## config.mk

```make
export PLATFORM = sky130hd
export DESIGN_NAME = boothMultiplier
export DESIGN_NICKNAME = d
export VERILOG_FILES = /design/src/hdl/boothCtrlPkg.sv /design/src/hdl/boothDataPkg.sv /design/src/hdl/boothCtrlIf.sv /design/src/hdl/accumulatorUnit.sv /design/src/hdl/boothController.sv /design/src/hdl/boothMultiplier.sv /design/src/hdl/multiplierRegister.sv /design/src/hdl/stepCounter.sv
export SDC_FILE = /design/constraint.sdc
export NUM_CORES = 1
export LEC_CHECK = 0
export BUFFER_PORTS_ARGS = -buffer_cell sky130_fd_sc_hd__buf_4
export CORE_UTILIZATION = 51
export DETAILED_ROUTE_END_ITERATION = 12
export PLACE_DENSITY = 0.83
export SYNTH_ARGS = -nofsm -noshare
export SYNTH_HDL_FRONTEND = slang
export SYNTH_SLANG_ARGS = --single-unit
export TNS_END_PERCENT = 1
```

## constraint.sdc

```tcl
create_clock -name clk -period 2.83 [get_ports clk]
set_input_delay 0.4245 -clock clk [delete_from_list [all_inputs] [get_ports clk]]
set_output_delay 0.4245 -clock clk [all_outputs]
set_load 0.01 [all_outputs]
```

## src/hdl/boothCtrlPkg.sv

```systemverilog
package boothCtrlPkg;

    // controller states
    typedef enum logic
    {
        IDLE    = 1'b0,   // waiting for start
        PROCESS = 1'b1    // running Booth steps
    } ctrlState_t;

    // accumulator action for one Booth step
    typedef enum logic [1:0]
    {
        ACC_HOLD     = 2'b00,   // A
        ACC_ADD      = 2'b01,   // A + M
        ACC_SUB      = 2'b10,   // A - M
        ACC_HOLD_ALT = 2'b11    // A, pair 11
    } accSelect_t;

    // Booth pair, Q0 in bit 1 and Q-1 in bit 0
    typedef logic [1:0] boothPair_t;

endpackage

```

## src/hdl/boothDataPkg.sv

```systemverilog
package boothDataPkg;

    // operand width when the top level is not overridden
    localparam int DEFAULT_WIDTH = 16;

    // Counter width for a run of width steps.
    // One extra bit so that the count can reach width itself.
    function automatic int stepBits(input int width);
        return $clog2(width) + 1;
    endfunction

endpackage

```

## src/hdl/boothCtrlIf.sv

```systemverilog
`timescale 1ns/10ps

interface boothCtrlIf #(
    parameter int WIDTH = boothDataPkg::DEFAULT_WIDTH
);
    import boothCtrlPkg::*;

    logic       enable;              // load or step this cycle
    logic       selectMultiplier;    // 0 load, 1 Booth step
    accSelect_t selectAccumulator;   // add, subtract or hold
    boothPair_t operation;           // Q0 and Q-1
    logic       count16;             // all steps done

    // a Booth pair needs at least two operand bits
    if (WIDTH < 2)
    begin : gWidthCheck
        $error("boothCtrlIf: WIDTH must be at least 2");
    end

    modport ctrl (
        output enable, selectMultiplier, selectAccumulator,
        input  operation, count16
    );

    modport acc (
        input enable, selectMultiplier, selectAccumulator
    );

    modport step (
        input  enable, selectMultiplier,
        output operation, count16
    );

endinterface

```

## src/hdl/accumulatorUnit.sv

```systemverilog
`timescale 1ns/10ps

module accumulatorUnit #(
    parameter int WIDTH = boothDataPkg::DEFAULT_WIDTH
) (
    input  logic             clk,
    input  logic             reset,
    input  logic [WIDTH-1:0] multiplicand,
    boothCtrlIf.acc          bus,
    output logic [WIDTH-1:0] accumulator,
    output logic             shiftBit
);
    import boothCtrlPkg::*;

    logic [WIDTH-1:0] mReg;       // M
    logic [WIDTH-1:0] acc;        // A
    logic [WIDTH:0]   accWide;
    logic [WIDTH:0]   mWide;
    logic [WIDTH:0]   stepSum;

    // One guard bit keeps A - M exact when M is the most negative value.
    // The shifted result always fits back into WIDTH bits.
    assign accWide = {acc[WIDTH-1], acc};
    assign mWide   = {mReg[WIDTH-1], mReg};

    always_comb
    begin
        case (bus.selectAccumulator)
            ACC_ADD:      stepSum = accWide + mWide;
            ACC_SUB:      stepSum = accWide - mWide;
            ACC_HOLD:     stepSum = accWide;
            ACC_HOLD_ALT: stepSum = accWide;
            default:      stepSum = accWide;
        endcase
    end

    assign shiftBit = stepSum[0];   // enters the multiplier MSB

    always_ff @(posedge clk or negedge reset)
    begin
        if (!reset)
        begin
            mReg <= '0;
            acc  <= '0;
        end
        else if (bus.enable)
        begin
            if (!bus.selectMultiplier)
            begin
                mReg <= multiplicand;
                acc  <= '0;
            end
            else
            begin
                acc <= stepSum[WIDTH:1];   // arithmetic shift right
            end
        end
    end

    assign accumulator = acc;

    // recoding from the controller must be resolved on every step
    assert property (@(posedge clk) disable iff (!reset)
        (bus.enable && bus.selectMultiplier) |-> !$isunknown(bus.selectAccumulator));

endmodule

```

## src/hdl/boothController.sv

```systemverilog
`timescale 1ns/10ps

module boothController (
    input  logic       clk,
    input  logic       reset,
    input  logic       start,
    output logic       ready,
    boothCtrlIf.ctrl   bus
);
    import boothCtrlPkg::*;

    ctrlState_t currentState;
    ctrlState_t nextState;
    accSelect_t pairSelect;

    always_ff @(posedge clk or negedge reset)
    begin
        if (!reset)
        begin
            currentState <= IDLE;
        end
        else
        begin
            currentState <= nextState;
        end
    end

    // next state
    always_comb
    begin
        nextState = currentState;
        case (currentState)
            IDLE:
            begin
                if (start)
                begin
                    nextState = PROCESS;   // operands load on this edge
                end
            end
            PROCESS:
            begin
                if (bus.count16)
                begin
                    nextState = IDLE;
                end
            end
            default:
            begin
                nextState = IDLE;
            end
        endcase
    end

    // Booth recoding of Q0, Q-1
    always_comb
    begin
        case (bus.operation)
            2'b01:   pairSelect = ACC_ADD;        // end of a run of ones
            2'b10:   pairSelect = ACC_SUB;        // start of a run of ones
            2'b11:   pairSelect = ACC_HOLD_ALT;
            default: pairSelect = ACC_HOLD;
        endcase
    end

    // outputs, start and count16 act within the cycle
    always_comb
    begin
        ready                 = 1'b0;
        bus.enable            = 1'b0;
        bus.selectMultiplier  = 1'b0;
        bus.selectAccumulator = ACC_HOLD;
        case (currentState)
            IDLE:
            begin
                bus.enable = start;            // load strobe
            end
            PROCESS:
            begin
                bus.selectMultiplier  = 1'b1;
                bus.selectAccumulator = pairSelect;
                bus.enable            = !bus.count16;
                ready                 = bus.count16;   // product complete
            end
            default:
            begin
                ready = 1'b0;
            end
        endcase
    end

    // a finished product never coincides with a datapath update
    assert property (@(posedge clk) disable iff (!reset) !(ready && bus.enable));

    // ready is a single-cycle strobe
    assert property (@(posedge clk) disable iff (!reset) ready |=> !ready);

endmodule

```

## src/hdl/boothMultiplier.sv

```systemverilog
`timescale 1ns/10ps

module boothMultiplier #(
    parameter int WIDTH = boothDataPkg::DEFAULT_WIDTH
) (
    input  logic               clk,
    input  logic               reset,
    input  logic               start,
    input  logic [WIDTH-1:0]   multiplicand,
    input  logic [WIDTH-1:0]   multiplier,
    output logic               ready,
    output logic [2*WIDTH-1:0] product
);

    logic [WIDTH-1:0] accumulator;
    logic [WIDTH-1:0] multiplierBits;
    logic             shiftBit;

    boothCtrlIf #(
        .WIDTH (WIDTH)
    ) bus ();

    boothController uController (
        .clk   (clk),
        .reset (reset),
        .start (start),
        .ready (ready),
        .bus   (bus.ctrl)
    );

    stepCounter #(
        .WIDTH (WIDTH)
    ) uStepCounter (
        .clk   (clk),
        .reset (reset),
        .bus   (bus.step)
    );

    accumulatorUnit #(
        .WIDTH (WIDTH)
    ) uAccumulator (
        .clk          (clk),
        .reset        (reset),
        .multiplicand (multiplicand),
        .bus          (bus.acc),
        .accumulator  (accumulator),
        .shiftBit     (shiftBit)
    );

    multiplierRegister #(
        .WIDTH (WIDTH)
    ) uMultiplierReg (
        .clk            (clk),
        .reset          (reset),
        .multiplier     (multiplier),
        .shiftBit       (shiftBit),
        .bus            (bus.step),
        .multiplierBits (multiplierBits)
    );

    assign product = {accumulator, multiplierBits};   // A high, Q low

endmodule

```

## src/hdl/multiplierRegister.sv

```systemverilog
`timescale 1ns/10ps

module multiplierRegister #(
    parameter int WIDTH = boothDataPkg::DEFAULT_WIDTH
) (
    input  logic             clk,
    input  logic             reset,
    input  logic [WIDTH-1:0] multiplier,
    input  logic             shiftBit,
    boothCtrlIf.step         bus,
    output logic [WIDTH-1:0] multiplierBits
);

    logic [WIDTH-1:0] q;       // Q, low half of the product at the end
    logic             qPrev;   // Q-1

    always_ff @(posedge clk or negedge reset)
    begin
        if (!reset)
        begin
            q     <= '0;
            qPrev <= 1'b0;
        end
        else if (bus.enable)
        begin
            if (!bus.selectMultiplier)
            begin
                q     <= multiplier;
                qPrev <= 1'b0;
            end
            else
            begin
                q     <= {shiftBit, q[WIDTH-1:1]};   // bit from A joins at the top
                qPrev <= q[0];
            end
        end
    end

    assign bus.operation = {q[0], qPrev};
    assign multiplierBits = q;

endmodule

```

## src/hdl/stepCounter.sv

```systemverilog
`timescale 1ns/10ps

module stepCounter #(
    parameter int WIDTH = boothDataPkg::DEFAULT_WIDTH
) (
    input logic      clk,
    input logic      reset,
    boothCtrlIf.step bus
);
    import boothDataPkg::*;

    localparam int COUNT_BITS = stepBits(WIDTH);

    logic [COUNT_BITS-1:0] count;

    always_ff @(posedge clk or negedge reset)
    begin
        if (!reset)
        begin
            count <= '0;
        end
        else if (bus.enable)
        begin
            if (!bus.selectMultiplier)
            begin
                count <= '0;               // new operands
            end
            else
            begin
                count <= count + 1'b1;     // one Booth step
            end
        end
    end

    assign bus.count16 = (count == COUNT_BITS'(WIDTH));

    // controller must stop stepping once the last step is flagged
    assert property (@(posedge clk) disable iff (!reset) count <= COUNT_BITS'(WIDTH));

endmodule

```

==> results.md, run 1 <==
- Setup slack after layout: -0.375 ns
- Clock transition at path regs: 0.10 ns
- Top_reg_cell synth: dfrtp_1
- Longest Clk Path Bufs: 2
- Initial antenna violation count: 0
- Detail-routed net length per standard cell: 15.6 um
- Setup crit end kind: flop
- Max Slew Vio Count: 0
- Most frequent cells in the layout: buf_4 (115), dfrtp_1 (55), nor2_1 (32), nand2_1 (29), xnor2_1 (22)
- GRT Util Overall: 24.7%
- Initial DRC count: 240
- DRC: 1
- Cells along the critical path: or3_4 -> or4_4 -> nor4_4 -> and2b_4 -> a21oi_2 -> xnor2_1 -> ha_1 -> a21oi_2 -> nand4_1 -> nor2_2 -> a2bb2oi_2 -> xnor2_1 -> o22ai_1
- Final hold violations: 0
- Root Buffer: clkbuf_8
- H-tree Lvls: 2
- Commonest non-fill, non-tap cell in the layout: buf_4
- CTS tree: built
- Die height: 85.8 um
- Starting Density: 52.7%
- Crit path required time: 3.02 ns
- Vias in the first global route: 2977
- Final worst path period need: 3.20 ns
- Final wirelength: 8980 um
- Area of the multi-input gates: 2150 um2
- Arrival @ worst endpoint: 3.40 ns
- Slew margin rel.: 50.2%
- Reg2reg start: uAccumulator.mReg[3]$_DFFE_PN0P_
- Worst R2R Path Depth: 13
- Flops & latches, synth: 55
- RSZ-0062 raised after global routing: true
- Register area: 1380 um2
- Layout cell share with drive strength beyond 1: 33.7%
- Synth Warn #: 0
- Clock sinks: 55
- FFs w/ async S/R, synth: 100%
- Final GP Congestion: 0.876
- Placed Cells: 563
- Crit start category: flop
- Top delay family on crit path: simple AND/OR/NAND/NOR gates
- Core Util, Final: 68.4%
- Worst-Skew Late Latency: 0.32 ns
- Drt via density: 5.76
- Maxcap violations: 0
- First-pass GRT wire length: 14400 um
- Num rows: 30
- Fillers: 519
- Routed vias: 3309
- Violated checks: DRC, setup timing
- Fin nets: 533
- Io pins: 68
- EDFF count, synth: 0
- Worst stage delay on the critical path: 0.44 ns
- Crit path kind: reg -> reg
- Area delta synth->final: 29.8%
- Fmax: 0.312 GHz
- Setup violations, final: 7
- # diodes: 0
- Status: complete, but fails checks
- Worst hold path class: in -> async
- Buf/Inv on CP: 0
- Largest net degree at the start of global routing: 56
- Slowest cell on the critical path: or4_4
- # port buffers: 67
- Slew @ Worst Pin: 0.744 ns
- TritonCTS Buffers: 5
- Maximum fanout along the worst path: 4
- Period utilization: 113%
- Die Wd: 85.8 um
- Dpl hpwl: 6520 um
- Mapped Cells: 372
- Core area: 6790 um2
- GRT overflow: 0
- Register area share after synthesis: 38.4%
- Cell variety after synth: 52
- Syn Nets: 428
- Clk_skew: 0.00403 ns
- Fin cells: 574
- Syn avg cell area: 9.63 um2
- R2R Path End: uAccumulator.accumulator[15]$_DFFE_PN0P_
- R2R Setup Slk: -0.37 ns
- Die ar.: 7360 um2
- Syn Std Cell Area: 3580 um2
- Antenna-violating nets left: 0
- TritonRoute pass-1 iters: 8
[cells by family (layout without fill, tap and decap cells)]
family / count (synthesis) / count (layout) / synth area share [%]
adders and majority gates: 21 / 21 / 7.55
buffers and inverters: 31 / 137 / 3.53
muxes: 30 / 30 / 8.91
DFF: 55 / 55 / 38.4
and+or+nand+nor: 102 / 102 / 14.4
xor gates and xnor gates: 29 / 29 / 7.09
AOI/OAI and AO/OA: 104 / 104 / 20.1
[per-layer routing]
layer / track usage (%) / vias up / wire length (um)
met3: 2.21 / 15 / 350
li1: - / 1573 / -
met2: 38.6 / 116 / 4170
met5: 0 / - / 0
met4: 7.88 / 0 / 161
met1: 36.2 / 1605 / 4300
[state kept, by name (all words and copies together), names as in the netlist]
signal / flops
uMultiplierReg.multiplierBits: 16
uAccumulator.mReg: 16
uAccumulator.accumulator: 16
uController.currentState: 1
uStepCounter.count: 5
uMultiplierReg.qPrev: 1
[final cells by class]
type	instances	area share, %
well taps	96	2.58
flip-flops and latches	55	29.6
repair buffers	115	18.6
clock inverters	2	0.269
clock buffers	6	1.56
inverters	14	1.13
multi-input cells	286	46.3
[timing repair]
action                     4_1_cts  5_1_grt
gates cloned                     0        0
buffers inserted                 1        2
setup endpoints to repair        6        9
resized for setup                5        9
pin swaps                        1        4
hold buffers                     0        0
[worst max-delay path by stage]
| stage | endpoint | cells after the start | start |
|---|---|---|---|
| 3_5_place_dp | uAccumulator.accumulator[15]$_DFFE_PN0P_ | 13 | uAccumulator.mReg[3]$_DFFE_PN0P_ |
| 3_3_place_gp | uAccumulator.accumulator[15]$_DFFE_PN0P_ | 13 | uAccumulator.mReg[3]$_DFFE_PN0P_ |
| 2_1_floorplan | uAccumulator.accumulator[15]$_DFFE_PN0P_ | 13 | uAccumulator.mReg[3]$_DFFE_PN0P_ |
| 6_report | uAccumulator.accumulator[15]$_DFFE_PN0P_ | 13 | uAccumulator.mReg[3]$_DFFE_PN0P_ |
| 5_1_grt | uAccumulator.accumulator[15]$_DFFE_PN0P_ | 13 | uAccumulator.mReg[3]$_DFFE_PN0P_ |
| 4_1_cts | uAccumulator.accumulator[15]$_DFFE_PN0P_ | 13 | uAccumulator.mReg[3]$_DFFE_PN0P_ |
[Yosys cell counts, types with 5 or more instances]
cell | instances | area share [%]
mux2i_1 | 15 | 4.2
clkbuf_1 | 11 | 1.2
xnor2_1 | 22 | 5.4
a221o_1 | 14 | 3.9
mux2_2 | 15 | 4.7
a22o_1 | 5 | 1.2
nor3_1 | 8 | 1.1
xor2_1 | 7 | 1.7
o21ai_1 | 12 | 1.7
inv_1 | 12 | 1.3
nor2_1 | 33 | 3.5
ha_1 | 20 | 7.0
buf_2 | 5 | 0.70
nand2_1 | 29 | 3.0
a21oi_1 | 16 | 2.2
a22oi_1 | 9 | 1.9
nand3_1 | 7 | 0.98
o21ai_0 | 16 | 2.2
dfrtp_1 | 55 | 38
[stage by stage]
| stage | TNS, ns | cell area [um2] | setup WS, ns | hold slack (ns) |
|---|---|---|---|---|
| after CTS | -1.10 | 4590 | -0.301 | 0.175 |
| after global placement | -0.547 | 4470 | -0.186 | 0.492 |
| after global routing | -2.89 | 4650 | -0.526 | 0.212 |
| final | -1.74 | 4650 | -0.375 | 0.148 |
| after floorplan | -0.855 | 3580 | -0.175 | 0.129 |
| after detailed placement | -0.926 | 4470 | -0.294 | 0.493 |
[worst register-to-register path, stage by stage, from the launching register on]
cell and delay, ns:
dfrtp_1 0.39, or3_4 0.39, or4_4 0.44, nor4_4 0.16
and2b_4 0.21, a21oi_2 0.06, xnor2_1 0.20, ha_1 0.33
a21oi_2 0.24, nand4_1 0.14, nor2_2 0.14, a2bb2oi_2 0.08
xnor2_1 0.17, o22ai_1 0.11
Power of run 1 is not shown: default switching activity piles up to over one toggle a cycle in this logic, so the estimate is an artifact.
==> run 2, diff against run 1 <==
Settings changed: CORE_UTILIZATION 51 to 24, PLACE_DENSITY 0.83 to 0.48.
==> run 2 against run 1 <==
Compared with the run above: the run ends with setup timing left; worst setup slack gained 0.13 ns; via count shrank 5.2%; utilization is 35 points lower; critical path depth down 1; final area is 5.7% higher; final cell count rose by 17%; flip-flop and latch count unchanged; sequential share of layout area fell by 1.6 points; first-iteration DRC count down 56%; count of clock-buffer cells in the layout down 1; clock skew rose by 0.0016 ns; global-route usage fell by 12 points; critical path type unchanged.
==> results.md, run 2 (synthesis results as in run 1) <==
- Status: complete, but fails checks
- Violated checks: setup timing
- Layout cell share with drive strength beyond 1: 35.7% (+2.0 points)
- Worst hold path class: in -> async
- Period utilization: 109% (-4.6 points)
- Final GP Congestion: 0.852 (-2.6%)
- Final wirelength: 9410 um (+4.7%)
- Commonest non-fill, non-tap cell in the layout: buf_4
- Clock transition at path regs: 0.08 ns (-0.02 ns)
- Initial DRC count: 106 (-56%)
- Initial antenna violation count: 0 (unchanged)
- Antenna-violating nets left: 0 (unchanged)
- Arrival @ worst endpoint: 3.25 ns (-0.15 ns)
- Area delta synth->final: 37.3%
- First-pass GRT wire length: 15600 um (+8.2%)
- Largest net degree at the start of global routing: 56 (unchanged)
- Crit start category: flop
- Reg2reg start: uAccumulator.mReg[3]$_DFFE_PN0P_
- Beginning of the critical path: uAccumulator.mReg[3]$_DFFE_PN0P_
- Crit path required time: 3.01 ns (about the same)
- Routed vias: 3137 (-5.2%)
- Die ar.: 15400 um2 (+110%)
- Num rows: 44 (+47%)
- Setup slack after layout: -0.244 ns (+0.130 ns)
- Die height: 124 um (+45%)
- Clk_skew: 0.00565 ns (+0.00162 ns)
- RSZ-0062 raised after global routing: true
- Crit path kind: reg -> reg
- Max Slew Vio Count: 0 (unchanged)
- Hold Buf Count CTS: 0 (unchanged)
- Most frequent cells in the layout: buf_4 (124), dfrtp_1 (55), nor2_1 (33), nand2_1 (29), xnor2_1 (20)
- CTS tree: built
- Setup violations, final: 5 (-2)
- Clock sinks: 55 (unchanged)
- Drt via density: 4.68 (-19%)
- H-tree Lvls: 2 (unchanged)
- # diodes: 0 (unchanged)
- Final worst path period need: 3.07 ns (-0.130 ns)
- GRT Util Overall: 13.0% (-12 points)
- Placed Cells: 660 (+17%)
- Fin cells: 671 (+17%)
- Slew margin rel.: 51.5% (+1.3 points)
- Root Buffer: clkbuf_16
- Fillers: 1520 (+190%)
- Fin nets: 542 (+1.7%)
- Dpl hpwl: 7210 um (+11%)
- Maxcap violations: 0 (unchanged)
- DRC: 0 (-1)
- Maximum fanout along the worst path: 6 (+2)
- Vias in the first global route: 3108 (+4.4%)
- GRT overflow: 0 (unchanged)
- Starting Density: 24.6% (-28 points)
- Worst-Skew Late Latency: 0.30 ns (-0.02 ns)
- Setup crit end kind: flop
- TritonRoute pass-1 iters: 4 (-4)
- TritonCTS Buffers: 5 (unchanged)
- Fmax: 0.325 GHz (+4.2%)
- Longest Clk Path Bufs: 2 (unchanged)
- Slew @ Worst Pin: 0.728 ns (-0.0169 ns)
- Io pins: 68 (unchanged)
- Die Wd: 124 um (+45%)
- Final hold violations: 0 (unchanged)
- # port buffers: 67 (unchanged)
- Core area: 14500 um2 (+110%)
- Detail-routed net length per standard cell: 14.0 um (-10%)
run 2: cell count changes in the layout (fill, tap and decap cells not counted), sizes merged:
cell      before  now
clkbuf         6    5
inv           14   15
buf          115  124
clkinv         1    2
clkinvlp       1    0
run 2: worst max-delay path, cell delays in order, from the launching register on:
cell and delay [ns]:
dfrtp_1 0.38, or3_4 0.38, or4_4 0.44, nor4_4 0.17, and2b_4 0.21, a21oi_2 0.05
xnor2_1 0.14, ha_1 0.37, and4_4 0.21, a221oi_2 0.25, o31ai_2 0.11, xnor2_1 0.18
o21ai_1 0.07
run 2: repair_timing:
action                                  in CTS  in global routing
pin swaps                                    4                  8
gates cloned                                 0                  0
endpoints found under the hold margin        0                  0
resized for setup                            4                 15
buffers inserted                             3                  0
endpoints found under the setup margin       7                  9
run 2: path summary, 6_finish.rpt:
path,depth (start not counted),slack (ns),end
hold reg to reg,1,0.52,uMultiplierReg.qPrev$_DFFE_PN0P_
setup reg to reg,12,-0.24,uAccumulator.accumulator[14]$_DFFE_PN0P_
setup / recovery,12,-0.24,uAccumulator.accumulator[14]$_DFFE_PN0P_
min in group clk,3,0.33,uMultiplierReg.multiplierBits[10]$_DFFE_PN0P_
hold / removal,1,0.18,uAccumulator.accumulator[11]$_DFFE_PN0P_
max in group asynchronous,1,2.17,uMultiplierReg.multiplierBits[10]$_DFFE_PN0P_
run 2: layout make-up:
type	instances	area [um2]	share of cell area (%)
sequential	55	1380	28.0
inverter	14	52.6	1.07
tap	184	230	4.68
clock buffer	5	125	2.55
multi-input combinational	286	2180	44.4
timing repair buffer	124	931	18.9
clock inverter	3	18.8	0.382
run 2: stage by stage:
| step | hold slack [ns] | worst slack (ns) | setup TNS, ns | instance area [um2] | util (%) |
|---|---|---|---|---|---|
| finish | 0.180 | -0.244 | -0.777 | 4920 | 33.8 |
| global route | 0.241 | -0.372 | -2.09 | 4920 | 33.8 |
| CTS | 0.212 | -0.295 | -1.39 | 4830 | 33.2 |
| detailed placement | 0.501 | -0.319 | -1.21 | 4650 | 32.0 |
| global placement | 0.495 | -0.251 | -0.910 | 4650 | 32.0 |
| floorplan | 0.129 | -0.175 | -0.855 | 3580 | - |
run 2: per-layer routing:
metal,vias to the layer above,global-route usage (%),part of all wire (%)
li1,1590,-,-
met1,1494,19.2,51
met2,47,19.3,44
met3,6,2.24,3.9
met4,0,3.57,1.0
met5,-,0,0
Power of run 2 is left out for the same reason.
